--- src/include/gfx_consts.svh ---
// graphics subsystem constants
`ifndef GFX_CONSTS_SVH
`define GFX_CONSTS_SVH

// sram banks, pixel i lives in bank i mod NUM_S
`define GFX_NUM_S 4

// bits per colour channel
`define GFX_COLOR_W 4

// horizontal mode, in pixel clocks
`define GFX_H_VISIBLE 32
`define GFX_H_FRONT 2
`define GFX_H_SYNC 4
`define GFX_H_BACK 2

// vertical mode, in lines
`define GFX_V_VISIBLE 16
`define GFX_V_FRONT 1
`define GFX_V_SYNC 2
`define GFX_V_BACK 1

`define GFX_SRAM_ADDR_W 18
`define GFX_PIX_IDX_W 9

`endif

--- src/hdl/gfx_pkg.sv ---
// graphics subsystem types
`include "gfx_consts.svh"

package gfx_pkg;

  typedef struct packed {
    logic [`GFX_COLOR_W-1:0] red;
    logic [`GFX_COLOR_W-1:0] grn;
    logic [`GFX_COLOR_W-1:0] blu;
  } pixel_t;

  // wishbone classic, write only, adr is a linear pixel index
  typedef struct packed {
    logic                      cyc;
    logic                      stb;
    logic                      we;
    logic [`GFX_PIX_IDX_W-1:0] adr;
    pixel_t                    dat;
  } wb_m2s_t;

  typedef struct packed {logic ack;} wb_s2m_t;

  // one queued framebuffer write, already split by bank
  typedef struct packed {
    logic [$clog2(`GFX_NUM_S)-1:0] bank;
    logic [`GFX_SRAM_ADDR_W-1:0]   addr;
    pixel_t                        pix;
  } fb_write_t;

  typedef struct packed {
    logic [`GFX_SRAM_ADDR_W-1:0] addr;
    pixel_t                      wdata;
    logic                        we_n;
    logic                        oe_n;
  } sram_out_t;

  // element 0 comes from bank 0
  typedef pixel_t [`GFX_NUM_S-1:0] pix_word_t;

endpackage

--- src/hdl/gfx_fifo.sv ---
// synchronous show-ahead fifo
`timescale 1ns/100ps

module gfx_fifo #(
  parameter type T = logic [7:0],
  parameter int DEPTH = 4
) (
  input  logic pixel_clk,
  input  logic rst_n,
  input  logic push,
  input  T     din,
  input  logic pop,
  output T     dout,
  output logic empty,
  output logic full
);
  localparam int PTR_W = (DEPTH > 1) ? $clog2(DEPTH) : 1;
  localparam int CNT_W = $clog2(DEPTH + 1);

  T                 mem  [DEPTH];
  logic [PTR_W-1:0] wr_ptr;
  logic [PTR_W-1:0] rd_ptr;
  logic [CNT_W-1:0] count;
  logic             do_push;
  logic             do_pop;

  // push on full and pop on empty are dropped
  assign do_push = push && !full;
  assign do_pop  = pop && !empty;

  always_ff @(posedge pixel_clk) begin
    if (do_push) begin
      mem[wr_ptr] <= din;
    end
  end

  always_ff @(posedge pixel_clk) begin
    if (!rst_n) begin
      wr_ptr <= '0;
      rd_ptr <= '0;
      count  <= '0;
    end else begin
      if (do_push) begin
        wr_ptr <= (wr_ptr == PTR_W'(DEPTH - 1)) ? '0 : wr_ptr + 1'b1;
      end
      if (do_pop) begin
        rd_ptr <= (rd_ptr == PTR_W'(DEPTH - 1)) ? '0 : rd_ptr + 1'b1;
      end
      if (do_push && !do_pop) begin
        count <= count + 1'b1;
      end else if (do_pop && !do_push) begin
        count <= count - 1'b1;
      end
    end
  end

  // head entry is visible before pop
  assign dout  = mem[rd_ptr];
  assign empty = (count == '0);
  assign full  = (count == CNT_W'(DEPTH));

endmodule

--- src/hdl/vga_timing.sv ---
// vga sync and position counters
`timescale 1ns/100ps
`include "gfx_consts.svh"

module vga_timing (
  input  logic       pixel_clk,
  input  logic       rst_n,
  output logic       hsync,
  output logic       vsync,
  output logic       visible,
  output logic [5:0] x,
  output logic [4:0] y,
  output logic       frame_start
);
  localparam int H_SYNC_START = `GFX_H_VISIBLE + `GFX_H_FRONT;
  localparam int H_SYNC_END = H_SYNC_START + `GFX_H_SYNC;
  localparam int H_TOTAL = H_SYNC_END + `GFX_H_BACK;
  localparam int V_SYNC_START = `GFX_V_VISIBLE + `GFX_V_FRONT;
  localparam int V_SYNC_END = V_SYNC_START + `GFX_V_SYNC;
  localparam int V_TOTAL = V_SYNC_END + `GFX_V_BACK;

  logic [5:0] h_cnt;
  logic [4:0] v_cnt;

  // counters start in the front porch so a vsync comes before any
  // visible pixel and scanout has time to prefetch
  always_ff @(posedge pixel_clk) begin
    if (!rst_n) begin
      h_cnt <= '0;
      v_cnt <= 5'(`GFX_V_VISIBLE);
    end else if (h_cnt == 6'(H_TOTAL - 1)) begin
      h_cnt <= '0;
      v_cnt <= (v_cnt == 5'(V_TOTAL - 1)) ? '0 : v_cnt + 1'b1;
    end else begin
      h_cnt <= h_cnt + 1'b1;
    end
  end

  // all outputs registered from the same count, so they line up
  always_ff @(posedge pixel_clk) begin
    if (!rst_n) begin
      hsync       <= 1'b1;
      vsync       <= 1'b1;
      visible     <= 1'b0;
      x           <= '0;
      y           <= '0;
      frame_start <= 1'b0;
    end else begin
      hsync   <= !(h_cnt >= 6'(H_SYNC_START) && h_cnt < 6'(H_SYNC_END));
      vsync   <= !(v_cnt >= 5'(V_SYNC_START) && v_cnt < 5'(V_SYNC_END));
      visible <= (h_cnt < 6'(`GFX_H_VISIBLE)) && (v_cnt < 5'(`GFX_V_VISIBLE));
      x       <= h_cnt;
      y       <= v_cnt;
      // first cycle of the vsync pulse
      frame_start <= (h_cnt == '0) && (v_cnt == 5'(V_SYNC_START));
    end
  end

endmodule

--- src/hdl/gfx_pattern_writer.sv ---
// seeded test pattern writer
`timescale 1ns/100ps
`include "gfx_consts.svh"

module gfx_pattern_writer
  import gfx_pkg::*;
(
  input  logic        pixel_clk,
  input  logic        rst_n,
  input  logic        start,
  input  logic [11:0] seed,
  output wb_m2s_t     wb_m,
  input  wb_s2m_t     wb_s,
  output logic        fill_done
);
  localparam int NUM_PIX = `GFX_H_VISIBLE * `GFX_V_VISIBLE;

  typedef enum logic [1:0] {
    ST_IDLE,
    ST_STROBE,
    ST_GAP
  } state_t;

  state_t                    state;
  logic [`GFX_PIX_IDX_W-1:0] idx;
  logic [11:0]               seed_q;
  logic [3:0]                px;
  logic [3:0]                py;
  logic [3:0]                pxy;

  always_ff @(posedge pixel_clk) begin
    if (!rst_n) begin
      state     <= ST_IDLE;
      idx       <= '0;
      fill_done <= 1'b0;
    end else begin
      case (state)
        // starts while busy are ignored
        ST_IDLE: begin
          if (start) begin
            idx       <= '0;
            fill_done <= 1'b0;
            state     <= ST_STROBE;
          end
        end
        ST_STROBE: begin
          if (wb_s.ack) begin
            if (idx == `GFX_PIX_IDX_W'(NUM_PIX - 1)) begin
              fill_done <= 1'b1;
              state     <= ST_IDLE;
            end else begin
              state <= ST_GAP;
            end
          end
        end
        // stb low for one cycle between writes
        ST_GAP: begin
          idx   <= idx + 1'b1;
          state <= ST_STROBE;
        end
        default: state <= ST_IDLE;
      endcase
    end
  end

  always_ff @(posedge pixel_clk) begin
    if (state == ST_IDLE && start) begin
      seed_q <= seed;
    end
  end

  // pattern from position, low four bits only
  assign px  = 4'(idx % `GFX_H_VISIBLE);
  assign py  = 4'(idx / `GFX_H_VISIBLE);
  assign pxy = px + py;

  always_comb begin
    wb_m.cyc     = (state != ST_IDLE);
    wb_m.stb     = (state == ST_STROBE);
    wb_m.we      = (state != ST_IDLE);
    wb_m.adr     = idx;
    wb_m.dat.red = px ^ seed_q[3:0];
    wb_m.dat.grn = py ^ seed_q[7:4];
    wb_m.dat.blu = pxy ^ seed_q[11:8];
  end

endmodule

--- src/hdl/gfx_stripe_mem_ctrl.sv ---
// striped sram bank controller
`timescale 1ns/100ps
`include "gfx_consts.svh"

module gfx_stripe_mem_ctrl
  import gfx_pkg::*;
(
  input  logic                        pixel_clk,
  input  logic                        rst_n,
  input  wb_m2s_t                     wb_m,
  output wb_s2m_t                     wb_s,
  input  logic                        rd_req,
  input  logic [`GFX_SRAM_ADDR_W-1:0] rd_addr,
  output pix_word_t                   rd_data,
  output logic                        rd_valid,
  output sram_out_t                   sram_out   [`GFX_NUM_S],
  input  pixel_t                      sram_rdata [`GFX_NUM_S]
);
  localparam int BANK_W = $clog2(`GFX_NUM_S);

  logic                        ack;
  logic                        q_push;
  logic                        q_pop;
  logic                        q_empty;
  logic                        q_full;
  fb_write_t                   q_din;
  fb_write_t                   q_dout;
  logic [`GFX_SRAM_ADDR_W-1:0] bank_addr  [`GFX_NUM_S];
  pixel_t                      bank_wdata [`GFX_NUM_S];
  logic [`GFX_NUM_S-1:0]       bank_we_n;
  logic [`GFX_NUM_S-1:0]       bank_oe_n;

  // one push per strobe, a full queue holds off the ack
  assign q_push = wb_m.cyc && wb_m.stb && wb_m.we && !ack && !q_full;

  // index i -> bank i mod N, word i / N
  always_comb begin
    q_din.bank = BANK_W'(wb_m.adr % `GFX_NUM_S);
    q_din.addr = `GFX_SRAM_ADDR_W'(wb_m.adr / `GFX_NUM_S);
    q_din.pix  = wb_m.dat;
  end

  always_ff @(posedge pixel_clk) begin
    if (!rst_n) begin
      ack <= 1'b0;
    end else begin
      ack <= q_push;
    end
  end

  assign wb_s.ack = ack;

  gfx_fifo #(
    .T    (fb_write_t),
    .DEPTH(4)
  ) wr_q_i (
    .pixel_clk(pixel_clk),
    .rst_n    (rst_n),
    .push     (q_push),
    .din      (q_din),
    .pop      (q_pop),
    .dout     (q_dout),
    .empty    (q_empty),
    .full     (q_full)
  );

  // reads own the banks, writes fill the gaps
  assign q_pop = !rd_req && !q_empty;

  always_ff @(posedge pixel_clk) begin
    if (!rst_n) begin
      bank_we_n <= '1;
      bank_oe_n <= '1;
      rd_valid  <= 1'b0;
    end else begin
      rd_valid <= rd_req;
      for (int i = 0; i < `GFX_NUM_S; i++) begin
        bank_oe_n[i] <= !rd_req;
        bank_we_n[i] <= !(q_pop && q_dout.bank == BANK_W'(i));
      end
    end
  end

  always_ff @(posedge pixel_clk) begin
    for (int i = 0; i < `GFX_NUM_S; i++) begin
      if (rd_req) begin
        bank_addr[i] <= rd_addr;
      end else if (q_pop && q_dout.bank == BANK_W'(i)) begin
        bank_addr[i]  <= q_dout.addr;
        bank_wdata[i] <= q_dout.pix;
      end
    end
  end

  // wide word is sampled by scanout at the end of the oe_n cycle
  always_comb begin
    for (int i = 0; i < `GFX_NUM_S; i++) begin
      sram_out[i].addr  = bank_addr[i];
      sram_out[i].wdata = bank_wdata[i];
      sram_out[i].we_n  = bank_we_n[i];
      sram_out[i].oe_n  = bank_oe_n[i];
      rd_data[i]        = sram_rdata[i];
    end
  end

endmodule

--- src/hdl/gfx_scanout.sv ---
// framebuffer scanout to vga
`timescale 1ns/100ps
`include "gfx_consts.svh"

module gfx_scanout
  import gfx_pkg::*;
(
  input  logic                        pixel_clk,
  input  logic                        rst_n,
  input  logic                        visible,
  input  logic                        hsync_in,
  input  logic                        vsync_in,
  input  logic                        frame_start,
  output logic                        rd_req,
  output logic [`GFX_SRAM_ADDR_W-1:0] rd_addr,
  input  pix_word_t                   rd_data,
  input  logic                        rd_valid,
  output pixel_t                      vga_pixel,
  output logic                        hsync,
  output logic                        vsync,
  output logic                        vga_error
);
  localparam int FRAME_WORDS = `GFX_H_VISIBLE * `GFX_V_VISIBLE / `GFX_NUM_S;
  localparam int FETCH_W = $clog2(FRAME_WORDS + 1);
  localparam int SUB_W = $clog2(`GFX_NUM_S);

  logic [FETCH_W-1:0] fetch_cnt;
  logic [2:0]         occ;
  logic [SUB_W-1:0]   sub;
  logic               want;
  logic               pop;
  logic               fifo_empty;
  pix_word_t          fifo_dout;

  // occ counts words held plus words in flight
  assign want = (occ < 3'd3) && (fetch_cnt < FETCH_W'(FRAME_WORDS)) && !frame_start;
  assign pop  = visible && !fifo_empty && (sub == SUB_W'(`GFX_NUM_S - 1));

  always_ff @(posedge pixel_clk) begin
    if (!rst_n) begin
      rd_req    <= 1'b0;
      // no fetch until the first vsync
      fetch_cnt <= FETCH_W'(FRAME_WORDS);
      occ       <= '0;
      sub       <= '0;
    end else begin
      rd_req <= want;
      occ    <= occ + 3'(want) - 3'(pop);
      if (frame_start) begin
        fetch_cnt <= '0;
        sub       <= '0;
      end else begin
        if (want) begin
          fetch_cnt <= fetch_cnt + 1'b1;
        end
        if (visible && !fifo_empty) begin
          sub <= (sub == SUB_W'(`GFX_NUM_S - 1)) ? '0 : sub + 1'b1;
        end
      end
    end
  end

  always_ff @(posedge pixel_clk) begin
    if (want) begin
      rd_addr <= `GFX_SRAM_ADDR_W'(fetch_cnt);
    end
  end

  gfx_fifo #(
    .T    (pix_word_t),
    .DEPTH(4)
  ) pix_q_i (
    .pixel_clk(pixel_clk),
    .rst_n    (rst_n),
    .push     (rd_valid),
    .din      (rd_data),
    .pop      (pop),
    .dout     (fifo_dout),
    .empty    (fifo_empty),
    .full     ()
  );

  // one register stage, sync delayed by the same amount as colour
  always_ff @(posedge pixel_clk) begin
    if (!rst_n) begin
      vga_pixel <= '0;
      hsync     <= 1'b1;
      vsync     <= 1'b1;
      vga_error <= 1'b0;
    end else begin
      hsync     <= hsync_in;
      vsync     <= vsync_in;
      vga_error <= visible && fifo_empty;
      vga_pixel <= (visible && !fifo_empty) ? fifo_dout[sub] : '0;
    end
  end

endmodule

--- src/hdl/gfx_striped_top.sv ---
// striped framebuffer top
`timescale 1ns/100ps
`include "gfx_consts.svh"

module gfx_striped_top
  import gfx_pkg::*;
(
  input  logic        pixel_clk,
  input  logic        rst_n,
  input  logic        start,
  input  logic [11:0] seed,
  output logic        fill_done,
  output sram_out_t   sram_out   [`GFX_NUM_S],
  input  pixel_t      sram_rdata [`GFX_NUM_S],
  output pixel_t      vga_pixel,
  output logic        hsync,
  output logic        vsync,
  output logic [15:0] error_count
);
  logic                        tim_hsync;
  logic                        tim_vsync;
  logic                        tim_visible;
  logic                        frame_start;
  wb_m2s_t                     wb_m;
  wb_s2m_t                     wb_s;
  logic                        rd_req;
  logic [`GFX_SRAM_ADDR_W-1:0] rd_addr;
  pix_word_t                   rd_data;
  logic                        rd_valid;
  logic                        vga_error;

  vga_timing vga_timing_i (
    .pixel_clk  (pixel_clk),
    .rst_n      (rst_n),
    .hsync      (tim_hsync),
    .vsync      (tim_vsync),
    .visible    (tim_visible),
    .x          (),
    .y          (),
    .frame_start(frame_start)
  );

  gfx_pattern_writer gfx_pattern_writer_i (
    .pixel_clk(pixel_clk),
    .rst_n    (rst_n),
    .start    (start),
    .seed     (seed),
    .wb_m     (wb_m),
    .wb_s     (wb_s),
    .fill_done(fill_done)
  );

  gfx_stripe_mem_ctrl gfx_stripe_mem_ctrl_i (
    .pixel_clk (pixel_clk),
    .rst_n     (rst_n),
    .wb_m      (wb_m),
    .wb_s      (wb_s),
    .rd_req    (rd_req),
    .rd_addr   (rd_addr),
    .rd_data   (rd_data),
    .rd_valid  (rd_valid),
    .sram_out  (sram_out),
    .sram_rdata(sram_rdata)
  );

  gfx_scanout gfx_scanout_i (
    .pixel_clk  (pixel_clk),
    .rst_n      (rst_n),
    .visible    (tim_visible),
    .hsync_in   (tim_hsync),
    .vsync_in   (tim_vsync),
    .frame_start(frame_start),
    .rd_req     (rd_req),
    .rd_addr    (rd_addr),
    .rd_data    (rd_data),
    .rd_valid   (rd_valid),
    .vga_pixel  (vga_pixel),
    .hsync      (hsync),
    .vsync      (vsync),
    .vga_error  (vga_error)
  );

  // underrun counter
  always_ff @(posedge pixel_clk) begin
    if (!rst_n) begin
      error_count <= '0;
    end else if (vga_error) begin
      error_count <= error_count + 1'b1;
    end
  end

endmodule

--- config.mk ---
export PLATFORM = sky130hd
export DESIGN_NAME = gfx_striped_top
export DESIGN_NICKNAME = d
export VERILOG_FILES = /design/src/hdl/gfx_pkg.sv /design/src/hdl/gfx_fifo.sv /design/src/hdl/vga_timing.sv /design/src/hdl/gfx_pattern_writer.sv /design/src/hdl/gfx_stripe_mem_ctrl.sv /design/src/hdl/gfx_scanout.sv /design/src/hdl/gfx_striped_top.sv
export VERILOG_INCLUDE_DIRS = /design/src /design/src/include
export SDC_FILE = /design/constraint.sdc
export NUM_CORES = 1
export LEC_CHECK = 0
export BUFFER_PORTS_ARGS = -buffer_cell sky130_fd_sc_hd__buf_2
export CORE_MARGIN = 2
export CORE_UTILIZATION = 60
export DETAILED_ROUTE_END_ITERATION = 12
export PLACE_DENSITY_LB_ADDON = 0.3
export SYNTH_ARGS = -nofsm -noshare
export SYNTH_HDL_FRONTEND = slang
export SYNTH_SLANG_ARGS = --single-unit
--- constraint.sdc ---
create_clock -name pixel_clk -period 6.8 [get_ports pixel_clk]
set_input_delay 1.02 -clock pixel_clk [delete_from_list [all_inputs] [get_ports pixel_clk]]
set_output_delay 1.02 -clock pixel_clk [all_outputs]
set_load 0.03 [all_outputs]
* Word-level counts from Yosys, hierarchy flattened
Memories as Yosys holds them, arrays and structs flattened. A register that Yosys moved wholly into a read port is not among the register bits.
Index checks and enable logic that the tools add are counted.
** Storage, ports and cells
- Output and inout port bits :: 159
- Logic and storage cells :: 213
- Register bits after elaboration :: 113
- Memory bits (read-only) :: 0
- Memory bits (writable) :: 396
- Input port bits :: 63
- Memories kept :: 4
- Bits in latches :: 0
** Memory list
- gfx_scanout_i.pix_q_i.mem :: depth 4, width 48, rd ports 1, clocked after Yosys merged registers in 1, write ports 1, RTL line gfx_fifo.sv:20 : T mem [DEPTH];
- gfx_stripe_mem_ctrl_i.wr_q_i.mem :: depth 4, width 21, rd ports 1, clocked after Yosys merged registers in 1, write ports 1, RTL line gfx_fifo.sv:20
- gfx_stripe_mem_ctrl_i.bank_addr :: depth 4, width 18, rd ports 4, clocked after Yosys merged registers in 0, write ports 4, RTL line gfx_stripe_mem_ctrl.sv:28 : logic [`GFX_SRAM_ADDR_W-1:0] bank_addr [`GFX_NUM_S];
- gfx_stripe_mem_ctrl_i.bank_wdata :: depth 4, width 12, rd ports 4, clocked after Yosys merged registers in 0, write ports 1, RTL line gfx_stripe_mem_ctrl.sv:29 : pixel_t bank_wdata [`GFX_NUM_S];
** Operators by class
- Equality and inequality tests :: 19
- $add $sub $neg :: 17
- Reduce and logical (&&, ||, !) cells :: 64
- $lt $le $gt $ge :: 9
- Multipliers :: 0
- Divide/modulo/power cells :: 0
- Muxes and demuxes :: 59
- Bitwise operators :: 8
- Shifts and indexed selects :: 0
** Operators by type and width (number)
- 2-to-1 mux 18 bit :: 4
- 2-to-1 mux 12 bit :: 4
- OR reduction 12 bit :: 3
- 2-to-1 mux 2 bit :: 15
- logical AND 1 bit :: 27
- binary-select mux 12 bit (select 2 bit) :: 1
- 2-to-1 mux 1 bit :: 24
- case mux 9 bit (2 select lines) :: 1
- logical NOT 1 bit :: 17
- adder 16 x 1 -> 16 bit (second input constant) :: 1
- == test 2 bit (second input constant) :: 8
- 2-to-1 mux 8 bit :: 2
- < comparator 6 bit (second input constant) :: 2
- 2-to-1 mux 3 bit :: 4
- nonzero test 2 bit :: 6
- bitwise XOR 4 bit :: 3
- adder 2 x 1 -> 2 bit (second input constant) :: 5
- == test 5 bit (second input constant) :: 2
- < comparator 5 bit (second input constant) :: 2
- adder 9 x 1 -> 9 bit (second input constant) :: 1
- == test 9 bit (second input constant) :: 1
- 2-to-1 mux 9 bit :: 1
- adder 8 x 1 -> 8 bit (second input constant) :: 1
- < comparator 8 bit (second input constant) :: 1
- other kinds (26) :: 40

* Logic depth before layout (Yosys ltp)
- Depth in word-level cells :: 11
- Gate-level depth with buffers :: 9
- Mapped depth without buffers :: 9

* Hierarchy
A second synthesis with hierarchy kept.
** Second synthesis, totals
- Cell total of the unflattened synthesis :: 1236
- Area, all modules :: 22351.4 µm²
** By module, submodules not included
- gfx_fifo at gfx_scanout_i.pix_q_i :: area each 7393.3 µm², cells an instance 301, times used 1, seq. area each 5945.7 µm²
- gfx_stripe_mem_ctrl :: area each 5211.2 µm², cells an instance 285, times used 1, seq. area each 3743.6 µm²
- gfx_fifo at gfx_stripe_mem_ctrl_i.wr_q_i :: area each 5138.7 µm², cells an instance 218, times used 1, seq. area each 4023.9 µm²
- gfx_scanout :: area each 1690.4 µm², cells an instance 140, times used 1, seq. area each 820.8 µm²
- gfx_pattern_writer :: area each 1179.9 µm², cells an instance 109, times used 1, seq. area each 600.6 µm²
- vga_timing :: area each 993.5 µm², cells an instance 100, times used 1, seq. area each 520.5 µm²
- gfx_striped_top :: area each 744.5 µm², cells an instance 83, times used 1, seq. area each 320.3 µm²

* Worst setup path before layout
Ideal clock, no wire load.
- Kind :: register to register
- Start point :: register gfx_scanout_i.occ[2]
- End point :: register gfx_scanout_i.occ[1]
- Data arrival time :: 2.482 ns
- Period minus slack after synthesis :: 2.596 ns
- Buffers on the path :: 0
- Stages on the path, launching flop included :: 7
- Setup slack :: 4.204 ns
- Cell sequence :: dfxtp_1 -> inv_1 -> ha_1 -> a2111oi_2 -> ha_1 -> fa_1 -> and2_1
** On the way
- Cells in the longest elaborated chain, start to end :: 5
** Ends and longest elaborated chain
- start: declaration :: RTL line gfx_scanout.sv:28 : logic [2:0] occ;
- start signal: assignment :: RTL line gfx_scanout.sv:48 : occ <= occ + 3'(want) - 3'(pop);
- < comparator 3 x 2 -> 1 bit :: RTL line gfx_scanout.sv:36 : assign want = (occ < 3'd3) && (fetch_cnt < FETCH_W'(FRAME_WORDS)) && !frame_start;
- logical AND 1 bit (2 in series) :: RTL line gfx_scanout.sv:36
- net gfx_scanout_i.want :: RTL line gfx_scanout.sv:30 : logic want;
- adder 3 x 1 -> 3 bit :: RTL line gfx_scanout.sv:48
- subtractor 3 x 1 -> 3 bit :: RTL line gfx_scanout.sv:48
The timed path passes the listed nets, and every way through them passes these cells.
A chain may end at the register's enable or synchronous reset.

==> flow_summary.yaml <==
run_status:
  status: "complete, no violations"
pwr:
  ir_drop_uv: 207
  pwr-share-clk_pct: 35.4
  powerDensity_nw_per_um2: 340
  leakagePower_nw: 7.34
  seqPwrFrac_pct: 49.5
  total_power_w: 0.00710
  switching_power_w: 0.00188
  p_int_w: 0.00522
  p_comb_share_pct: 15.2
  p_sw_share_pct: 26.5
drt:
  routed_wl_um: 34700
  wl_per_cell_um: 20.8
  dr.pass1.iters: 5
  drc: 0
  num_vias: 9510
  avgViaCountPerCell: 5.71
  postRouteAntennaNets: 0
  drtIter0Drc: 717
floorplan:
  die_y_um: 178
  die_x_um: 178
  fp.coreArea_um2: 29700
  die_area_um2: 31700
  std_cell_rows: 63
  start_util_pct: 61.2
  io_pins: 222
logic_synthesis:
  synthSimpleGateAreaFrac_pct: 5.28
  ys_ff_latch: 473
  synth.largest_area_cell: "edfxtp_1"
  synth_adder_area_share_pct: 2.30
  synth-compound-area-share_pct: 2.52
  synth_ff_type: "edfxtp_1"
  syn_avg_cell_area_um2: 17.6
  synth_edf_count: 375
  ys_types: 59
  synthCells: 1035
  ys_top_cells_by_area: "edfxtp_1 (62%), dfxtp_1 (11%), mux4_2 (8.5%), mux2i_1 (2.0%), ha_1 (1.9%)"
  ys_seq_area_share_pct: 72.7
  yosysWarnings: 0
  synth-xor-area-share_pct: 2.02
  synth.mux.area_fraction_pct: 11.9
  synth_top_area_share_pct: 61.9
  synth_async_sr_flop_share_pct: 0
  synth_top_family_by_area: "multiplexers"
  netlist_area_um2: 18200
worst_setup_path:
  arrival_ns: 3.67
  crit_fanout: 21
  cp.depth: 4
  max_stage_delay_ns: 1.09
  crit_slowest_cell: "dfxtp_1"
  startpoint_type: "flip-flop"
  cp.required_ns: 7.09
  critical_path_class: "reg2reg"
  crit_family: "flip-flops"
  critical_path_buf_inv_count: 1
  critPathCaptureType: "flip-flop"
  crit_chain: "mux4_2, nor4_4, buf_4, mux2_1"
  r2r_cells: 4
final_layout:
  layout.nets: 1328
  syn2layout_area_growth_pct: 14.7
  drive_above_1_share_pct: 29.0
  fin_cells: 1665
placed_design:
  io_buffers: 181
  dpl.cell_count: 1576
  gp_congestion: 0.771
  pre_cts_slack_ns: 3.44
  dpl.hpwl_um: 20600
global_routing:
  grt_remaining_overflow: 0
  grt_pass1_vias: 9329
  antenna_found_initial: 5
  grt_max_degree: 49
  grt_usage_pct: 22.1
  grt_pass1_wl_um: 53100
timing:
  fin_ws_ns: 3.41
  relSlewSlack_pct: 20.7
  clock_skew_ns: 0.0220
  tightestPinTransition_ns: 1.19
  fin_crit_sh_pct: 49.8
  report.final.slew_viol_count: 0
  setup_tns_ns: 0
  timing.hold.ws_ns: 0.419
  hold_viol_final: 0
  final.min_clock_period_ns: 3.39
  fmax_mhz: 295
  finalSetupViolCount: 0
  rsz0062_at_grt: "no"
clocking:
  clkSlewWorstSetupHoldPaths_ns: 0.06
  cts_tree: "yes"
  cts_root_buffer: "clkbuf_16"
  cts_buffer_depth: 3
  clock_latency_ns: 0.55
  cts_resized: 0
  cts_inserted_buffers: 46
  cts_sinks: 473
  cts_htree_levels: 2
  post-cts-setup-buffer-count: 0
  postCtsHoldBufs: 0
min_path:
  whs_path_depth: 1
  hold_class: "reg2reg"
job:
  maxCapViolCount: 0
-- per-stage QoR --
stage	cell area, µm²	utilization [%]
6_report	20900	70.2
5_1_grt	20900	70.2
4_1_cts	20900	70.2
3_5_place_dp	19300	65.1
3_3_place_gp	19300	65.1
2_1_floorplan	18300	-
-- cells in the final DEF (no fill, tap or decap), drive strengths merged, types with 9 or more instances in the layout --
cell and count:
clkbuf 60, o22ai 12, mux4 69, o21ai 9
dfxtp 98, buf 193, inv 29, mux2 22
or3 9, clkinv 17, edfxtp 375, and2 14
a21oi 26, xnor2 12, nand2 33, conb 40
ha 27, mux2i 36, nand4 12, nor2 53
nand3 15, xor2 30
-- synthesized netlist by cell type, types with 2 or more instances --
cell type and count:
mux2i_1 36, edfxtp_1 375, or2_2 5, and3_1 8
nand3_1 15, o21ai_0 9, nand3b_1 2, a41oi_1 2
buf_6 2, mux4_2 69, nor3_1 7, mux2_2 16
nand2_1 33, a22o_1 7, nand4_1 12, ha_1 27
xnor2_1 12, a211o_1 2, nor4_1 2, dfxtp_1 98
buf_4 44, fa_1 4, o22ai_1 12, or4_1 3
and2_1 14, xor2_1 30, nor2b_1 3, inv_1 26
nor2_1 53, clkbuf_1 25, o31ai_1 2, mux2_1 6
nand2b_1 7, a21oi_1 26, or3_1 9, buf_2 9
-- sequential cells by signal, summed over array words and instances (netlist names), 2 cells and up, named ones only --
name                                 count
error_count                             16
gfx_pattern_writer_i.idx                 9
gfx_pattern_writer_i.seed_q             12
gfx_pattern_writer_i.state               2
gfx_scanout_i.fetch_cnt                  8
gfx_scanout_i.occ                        3
gfx_scanout_i.pix_q_i.count              3
gfx_scanout_i.pix_q_i.mem              192
gfx_scanout_i.pix_q_i.rd_ptr             2
gfx_scanout_i.pix_q_i.wr_ptr             2
gfx_scanout_i.rd_addr                    8
gfx_scanout_i.sub                        2
gfx_scanout_i.vga_pixel                 12
gfx_stripe_mem_ctrl_i.bank_addr         32
gfx_stripe_mem_ctrl_i.bank_wdata        48
gfx_stripe_mem_ctrl_i.bank_we_n          4
gfx_stripe_mem_ctrl_i.wr_q_i.count       3
gfx_stripe_mem_ctrl_i.wr_q_i.mem        84
gfx_stripe_mem_ctrl_i.wr_q_i.rd_ptr      2
gfx_stripe_mem_ctrl_i.wr_q_i.wr_ptr      2
vga_timing_i.h_cnt                       6
vga_timing_i.v_cnt                       5
-- final cells by class --
class	instances	area, µm²
well taps	390	488
repair buffers	193	996
flip-flops and latches	473	13200
multi-input cells	493	4530
clock inverters	26	255
diodes	3	7.51
fillers	1886	8860
inverters	27	101
clock buffers	60	1250
-- kinds of logic after synthesis --
family | Yosys count
AND/OR/NAND/NOR | 182
AO/OA/AOI/OAI | 71
XOR/XNOR | 42
other | 1
buffers and inverters | 108
adder cells (fa/ha/maj) | 31
flip-flops | 473
multiplexers | 127
-- power by group through the flow --
stage	clock network, W	registers, W	logic (W)
finish	0.00251	0.00351	0.00108
global route	0.00266	0.00353	0.00116
CTS	0.00255	0.00351	0.00108
detailed placement	0	0.00357	0.00107
global placement	0	0.00356	0.00104
floorplan	0	0.00382	0.000509
-- layer usage --
metal | up-vias | global-route usage, % | share of wire [%]
li1 | 4298 | - | -
met1 | 4804 | 31.5 | 43
met2 | 344 | 35.8 | 49
met3 | 56 | 3.92 | 6.0
met4 | 8 | 6.01 | 2.0
met5 | - | 0 | 0.16
-- final timing paths --
| path | from | end | slack, ns |
|---|---|---|---|
| max | flip-flop | gfx_stripe_mem_ctrl_i.bank_addr[0][1] | 3.41 |
| min | vga_timing_i.vsync | gfx_scanout_i.vsync | 0.42 |
| max reg2reg | flip-flop | gfx_stripe_mem_ctrl_i.bank_addr[0][1] | 3.41 |
| min reg2reg | vga_timing_i.vsync | gfx_scanout_i.vsync | 0.42 |
Note: power is estimated with default switching activity, not from simulation.
